## config.mk

```make
export PLATFORM = sky130hd
export DESIGN_NAME = objetoNotas
export DESIGN_NICKNAME = d
export VERILOG_FILES = /design/src/common/notePkg.sv /design/src/design/noteCommandDecoder.sv /design/src/design/objetoNotas.sv /design/src/noteStore/noteStore.sv /design/src/pixelRenderer/pixelRenderer.sv
export SDC_FILE = /design/constraint.sdc
export NUM_CORES = 2
export LEC_CHECK = 0
export ABC_AREA = 1
export BUFFER_PORTS_ARGS = -buffer_cell sky130_fd_sc_hd__buf_2
export CAP_MARGIN = 25
export CORE_MARGIN = 2
export CORE_UTILIZATION = 45
export CTS_CLUSTER_SIZE = 30
export DETAILED_ROUTE_END_ITERATION = 8
export PLACE_DENSITY_LB_ADDON = 0.25
export SYNTH_ARGS = -nofsm -noshare
export SYNTH_HDL_FRONTEND = slang
export SYNTH_SLANG_ARGS = --single-unit
export TNS_END_PERCENT = 10
```

## constraint.sdc

```tcl
create_clock -name clk -period 3.4 [get_ports clk]
set_clock_uncertainty 0.1 [all_clocks]
set_input_delay 0.68 -clock clk [delete_from_list [all_inputs] [get_ports clk]]
set_output_delay 0.68 -clock clk [all_outputs]
set_load 0.02 [all_outputs]
```

## src/common/notePkg.sv

```systemverilog
`default_nettype none

package notePkg;

	//////////////////////////////////////////////////////////////////////
	// Coordinate and colour types
	//////////////////////////////////////////////////////////////////////

	// Note position, wraps modulo 1024
	typedef logic [9:0] noteCoord;

	// Queried pixel position
	typedef logic [7:0] pixelXCoord;
	typedef logic [6:0] pixelYCoord;

	// Number from the song sequencer, 1 to 23 valid
	typedef logic [5:0] noteNumber;

	// RGB
	typedef logic [2:0] pixelColor;

	//////////////////////////////////////////////////////////////////////
	// Note geometry
	//////////////////////////////////////////////////////////////////////

	// Note n sits at n times the spacing
	localparam int noteSpacing = 10;

	// End minus start, so a box is 3x3 pixels
	localparam int noteWidth = 2;
	localparam int noteHeight = 2;

	localparam pixelColor noteColor = 3'b011;
	localparam pixelColor backgroundColor = 3'b000;

endpackage

`default_nettype wire

```

## src/design/noteCommandDecoder.sv

```systemverilog
`timescale 1ns/1ps
`default_nettype none

module noteCommandDecoder
	import notePkg::*;
#(
	parameter int noteCount = 23
)
(
	input wire noteNumber numeroNota,
	input wire noteCoord posicionYNotaCancion1,
	input wire logic cuente,
	input wire logic movimientoIzquierda,
	input wire logic movimientoDerecha,
	output logic [noteCount-1:0] loadMask,
	output noteCoord loadX,
	output noteCoord loadY,
	output logic scrollLeft,
	output logic scrollRight
);

	logic numberValid;
	logic [noteCount-1:0] slotMask;

	//////////////////////////////////////////////////////////////////////
	// Note number decode
	//////////////////////////////////////////////////////////////////////

	assign numberValid = (numeroNota >= noteNumber'(1)) && (numeroNota <= noteNumber'(noteCount));

	// Note n lives at index n-1
	always_comb
	begin
		slotMask = '0;
		if (numberValid)
		begin
			slotMask = {{(noteCount-1){1'b0}}, 1'b1} << (numeroNota - noteNumber'(1));
		end
	end

	// Slot position fits in 10 bits for any 6-bit number
	assign loadX = noteCoord'(numeroNota) * noteCoord'(noteSpacing);
	assign loadY = posicionYNotaCancion1;

	//////////////////////////////////////////////////////////////////////
	// Command priority
	//////////////////////////////////////////////////////////////////////

	// Load wins, then left, then right
	always_comb
	begin
		loadMask = '0;
		scrollLeft = 1'b0;
		scrollRight = 1'b0;
		if (cuente)
		begin
			// Bad number swallows the strobe and blocks any scroll
			loadMask = slotMask;
		end
		else if (movimientoIzquierda)
		begin
			scrollLeft = 1'b1;
		end
		else if (movimientoDerecha)
		begin
			scrollRight = 1'b1;
		end
	end

endmodule

`default_nettype wire

```

## src/design/objetoNotas.sv

```systemverilog
`timescale 1ns/1ps
`default_nettype none

module objetoNotas
	import notePkg::*;
#(
	parameter int noteCount = 23,
	parameter int scrollStep = 10
)
(
	input wire logic clk,
	input wire logic reset,
	input wire noteNumber numeroNota,
	input wire noteCoord posicionYNotaCancion1,
	input wire logic cuente,
	input wire logic movimientoIzquierda,
	input wire logic movimientoDerecha,
	input wire pixelXCoord x,
	input wire pixelYCoord y,
	output pixelColor color,
	output logic notaActiva
);

	logic [noteCount-1:0] loadMask;
	noteCoord loadX;
	noteCoord loadY;
	logic scrollLeft;
	logic scrollRight;

	noteCoord noteXStart [noteCount];
	noteCoord noteYStart [noteCount];
	logic [noteCount-1:0] notePresent;

	//////////////////////////////////////////////////////////////////////
	// Command decode, note table, pixel query
	//////////////////////////////////////////////////////////////////////

	noteCommandDecoder #(
		.noteCount(noteCount)
	) decoder (
		.numeroNota(numeroNota),
		.posicionYNotaCancion1(posicionYNotaCancion1),
		.cuente(cuente),
		.movimientoIzquierda(movimientoIzquierda),
		.movimientoDerecha(movimientoDerecha),
		.loadMask(loadMask),
		.loadX(loadX),
		.loadY(loadY),
		.scrollLeft(scrollLeft),
		.scrollRight(scrollRight)
	);

	noteStore #(
		.noteCount(noteCount),
		.scrollStep(scrollStep)
	) store (
		.clk(clk),
		.reset(reset),
		.loadMask(loadMask),
		.loadX(loadX),
		.loadY(loadY),
		.scrollLeft(scrollLeft),
		.scrollRight(scrollRight),
		.noteXStart(noteXStart),
		.noteYStart(noteYStart),
		.notePresent(notePresent)
	);

	// Query result lands one cycle after x and y
	pixelRenderer #(
		.noteCount(noteCount)
	) renderer (
		.clk(clk),
		.reset(reset),
		.x(x),
		.y(y),
		.noteXStart(noteXStart),
		.noteYStart(noteYStart),
		.notePresent(notePresent),
		.color(color),
		.notaActiva(notaActiva)
	);

endmodule

`default_nettype wire

```

## src/noteStore/noteStore.sv

```systemverilog
`timescale 1ns/1ps
`default_nettype none

module noteStore
	import notePkg::*;
#(
	parameter int noteCount = 23,
	parameter int scrollStep = 10
)
(
	input wire logic clk,
	input wire logic reset,
	input wire logic [noteCount-1:0] loadMask,
	input wire noteCoord loadX,
	input wire noteCoord loadY,
	input wire logic scrollLeft,
	input wire logic scrollRight,
	output noteCoord noteXStart [noteCount],
	output noteCoord noteYStart [noteCount],
	output logic [noteCount-1:0] notePresent
);

	noteCoord xStart [noteCount];
	noteCoord yStart [noteCount];
	logic [noteCount-1:0] present;

	//////////////////////////////////////////////////////////////////////
	// Note table
	//////////////////////////////////////////////////////////////////////

	always_ff @(posedge clk)
	begin
		if (reset)
		begin
			for (int i = 0; i < noteCount; i++)
			begin
				xStart[i] <= '0;
				yStart[i] <= '0;
			end
			present <= '0;
		end
		else
		begin
			for (int i = 0; i < noteCount; i++)
			begin
				if (loadMask[i])
				begin
					xStart[i] <= loadX;
					yStart[i] <= loadY;
					present[i] <= 1'b1;
				end
				else if (scrollLeft)
				begin
					// Wraps past zero to the top of the range
					xStart[i] <= xStart[i] - noteCoord'(scrollStep);
				end
				else if (scrollRight)
				begin
					xStart[i] <= xStart[i] + noteCoord'(scrollStep);
				end
			end
		end
	end

	//////////////////////////////////////////////////////////////////////
	// Outputs
	//////////////////////////////////////////////////////////////////////

	always_comb
	begin
		for (int i = 0; i < noteCount; i++)
		begin
			noteXStart[i] = xStart[i];
			noteYStart[i] = yStart[i];
		end
	end

	assign notePresent = present;

	// Decoder keeps loads and scrolls apart
	assertNoLoadWithScroll: assert property (
		@(posedge clk) disable iff (reset)
		!((|loadMask) && (scrollLeft || scrollRight))
	)
		else $error("load and scroll in the same cycle");

	assertSingleScroll: assert property (
		@(posedge clk) disable iff (reset)
		!(scrollLeft && scrollRight)
	)
		else $error("both scroll directions in the same cycle");

endmodule

`default_nettype wire

```

## src/pixelRenderer/pixelRenderer.sv

```systemverilog
`timescale 1ns/1ps
`default_nettype none

module pixelRenderer
	import notePkg::*;
#(
	parameter int noteCount = 23
)
(
	input wire logic clk,
	input wire logic reset,
	input wire pixelXCoord x,
	input wire pixelYCoord y,
	input wire noteCoord noteXStart [noteCount],
	input wire noteCoord noteYStart [noteCount],
	input wire logic [noteCount-1:0] notePresent,
	output pixelColor color,
	output logic notaActiva
);

	noteCoord pixelX;
	noteCoord pixelY;
	noteCoord xEnd [noteCount];
	noteCoord yEnd [noteCount];
	logic [noteCount-1:0] noteHit;
	logic anyHit;

	//////////////////////////////////////////////////////////////////////
	// Hit test
	//////////////////////////////////////////////////////////////////////

	// Pixel coordinates are narrower than note coordinates
	assign pixelX = noteCoord'(x);
	assign pixelY = noteCoord'(y);

	always_comb
	begin
		for (int i = 0; i < noteCount; i++)
		begin
			xEnd[i] = noteXStart[i] + noteCoord'(noteWidth);
			yEnd[i] = noteYStart[i] + noteCoord'(noteHeight);
		end
	end

	// Box edges are inclusive on all four sides
	always_comb
	begin
		for (int i = 0; i < noteCount; i++)
		begin
			noteHit[i] = notePresent[i]
				&& (pixelX >= noteXStart[i]) && (pixelX <= xEnd[i])
				&& (pixelY >= noteYStart[i]) && (pixelY <= yEnd[i]);
		end
	end

	assign anyHit = |noteHit;

	//////////////////////////////////////////////////////////////////////
	// Output stage
	//////////////////////////////////////////////////////////////////////

	always_ff @(posedge clk)
	begin
		if (reset)
		begin
			notaActiva <= 1'b0;
			color <= backgroundColor;
		end
		else
		begin
			notaActiva <= anyHit;
			if (anyHit)
			begin
				color <= noteColor;
			end
			else
			begin
				color <= backgroundColor;
			end
		end
	end

endmodule

`default_nettype wire

```

==> reports/metrics.yaml <==
layout_commonest_cell: "nand2_1"
io_pins: 40
grt_max_degree: 142
synth_top_area_cell: "edfxtp_1"
clockBufferDepth: 3
synth_seq_cells: 461
worst_slew_pin_slew_ns: 0.905
cts_buffers: 56
yosysSeqAreaShare_pct: 28.4
cpLargestDelayFamily: "simple AND/OR/NAND/NOR gates"
cpMostUsedCell: "nand2_1"
worst-path-buf-inv: 2
drcViolationCount: 10
critical-path-slowest-cell: "edfxtp_1"
htree_levels: 2
netlist_area_mm2: 0.0479
drive_gt1_share_pct: 6.42
clock_latency_ns: 0.65
die_y_um: 330
critical_path_class: "flop to flop"
cts_sinks: 461
synth_area_per_cell_um2: 7.18
antenna_left: 0
holdPathStages: 3
hold_class: "input pin to flop"
grt_util_all_layers_pct: 26.6
drv_cap: 0
timing.fmax_mhz: 317
maxSlewHeadroom_pct: 39.3
path_clk_slew_ns: 0.06
crit_required_ns: 3.82
setup_viol: 0
timing.final.crit_share_pct: 92.7
hpwl_mm: 109
ys_top_cells_by_area: "edfxtp_1 27%, ha_1 19%, nand2_1 12%"
wire_per_inst_um: 17.9
period_needed_ns: 3.15
coreArea_mm2: 0.105
cp.arrival_ns: 3.57
fillers: 10339
hold_start: "posicionYNotaCancion1[3]"
initial_core_util_pct: 45.4
antenna_found_initial: 0
violations: "DRC"
netlist-cell-type-count: 52
rsz0062_at_grt: "false"
synth_ff_type: "edfxtp_1"
cpPeakStageDelay_ns: 0.43
root_buffer: "clkbuf_16"
via_per_inst: 5.46
via_count: 44940
grt_pass1_vias: 41674
vdd_drop_max_uv: 426
numPortBuffers: 38
timing.setup.tns_ns: 0
syn_nets: 7426
dieWidth_um: 330
grt_pass1_wl_mm: 230
ff2ff_path_depth: 20
synthDominantCellAreaShare_pct: 27.4
die_area_mm2: 0.109
powerDensity_mw_per_mm2: 375
grt.overflow.total: 0
cts_tree: "yes"
cp_max_fo: 5
r2r_start: "store.xStart[0][122]"
postSynthCellCount: 6669
drtPass1Iterations: 8
r2r_end: "renderer.color[0]"
slew_violations: 0
synth_edf_count: 437
wl_mm: 147
gp_congestion: 0.937
drt_iter0_drc: 4091
areaGrowthSynthToFinish_pct: 10.7
start_kind: "flop"
yosysWarnings: 0
outcome: "finished, violations left"
ctsHoldBuffers: 0
mostFrequentLayoutCells: "1558 x nand2_1, 913 x inv_1, 791 x nor2_1"
row_count: 119
synthArstFlopShare_pct: 0
place_ws_ns: -0.0291
reg2reg_setup_slack_ns: 0.25
end_kind: "flop"
cp_cell_sequence: "ha_1, nand2_1, nor2_2, xor2_1, inv_1, ha_1, nand2_1, nor2_1, nand2_1, nand3_1, nand2_1, nand2_1, a21oi_1, buf_4, nand3_1, nand2_1, nor2_1, nand2_1, nor2_1, a21oi_1"
power_leakage_nw: 25.5
hold_end: "store.yStart[0][33]"
hold_viol: 0
worst_slack_ns: 0.248
nNetsFinal: 7551
## Yosys cell counts (22+ instances only)
cell,number
clkbuf_1,142
xor2_1,276
clkinv_1,22
dfxtp_1,24
xnor2_1,32
nand3_1,468
a21oi_1,437
o21ai_0,262
o22ai_1,27
inv_1,918
edfxtp_1,437
ha_1,720
nand2_1,1560
o21bai_1,27
o211ai_1,40
nor2_1,795
or2_2,48
nor3_1,93
nand4_1,153
## flip-flops by register name, summed over array words and instances (netlist names)
register / cells
renderer.color: 1
store.notePresent: 23
store.xStart: 207
store.yStart: 230
## layout make-up
type                       count  area, um^2  area share [%]
multi-input combinational   5088       30100            56.8
sequential                   461       13600            25.6
inverter                     955        3590            6.78
timing repair buffer         232        1980            3.74
tap                         1391        1740            3.28
clock buffer                  70        1530            2.88
clock inverter                33         478           0.901
antenna                        2        5.00         0.00944
## worst min-delay path, cell delays in order
cell and delay (ns):
buf_2 0.07, inv_1 0.04, nor2_1 0.09
## cells by family after synthesis
kind of cell	Yosys count	share of synthesized area (%)
flops	461	28.4
xor+xnor	310	5.70
other cells	1	0.00783
simple gates	3155	27.6
compound gates	901	10.7
fa+ha+maj	721	18.8
buf+inv	1120	8.83
## where the power goes
part | internal, mW | switching (mW)
combinational | 2.11 | 3.81
clock | 4.07 | 2.60
sequential | 6.72 | 0.594
## repair_timing
item,in CTS,in global routing
gates resized for setup,0,3
buffers inserted,0,0
endpoints found under the setup margin,0,1
## per-layer routing
layer | wire length (um) | part of all wire, % | GRT usage [%] | up-vias
li1 | - | - | - | 22404
met1 | 66300 | 45 | 37.1 | 20777
met2 | 65500 | 45 | 43.1 | 1496
met3 | 10900 | 7.4 | 3.15 | 263
met4 | 4490 | 3.0 | 8.08 | 0
met5 | 0 | 0 | 0 | -
## worst max path at each step
stage / end / cells after the start / start / slack (ns)
finish: renderer.color[0] / 20 / store.xStart[0][122] / 0.25
global placement: store.xStart[0][98] / 15 / numeroNota[1] / 0.05
global route: renderer.color[0] / 19 / store.xStart[0][162] / 0.003
detailed placement: store.xStart[0][98] / 15 / numeroNota[1] / -0.03
floorplan: store.xStart[0][148] / 13 / numeroNota[1] / 0.39
CTS: renderer.color[0] / 20 / store.xStart[0][122] / 0.16
## stage by stage
stage	power (mW)	std cells	area (um^2)	util (%)	hold WS (ns)
floorplan	11.3	6669	47900	-	0.326
global placement	13.1	8127	51000	48.4	0.338
detailed placement	13.3	8127	51000	48.4	0.343
CTS	19.9	8230	53000	50.3	0.241
global route	21.1	8230	53000	50.3	0.285
finish	19.9	8232	53000	50.3	0.265
No activity file was read; power rests on OpenSTA's default activity.
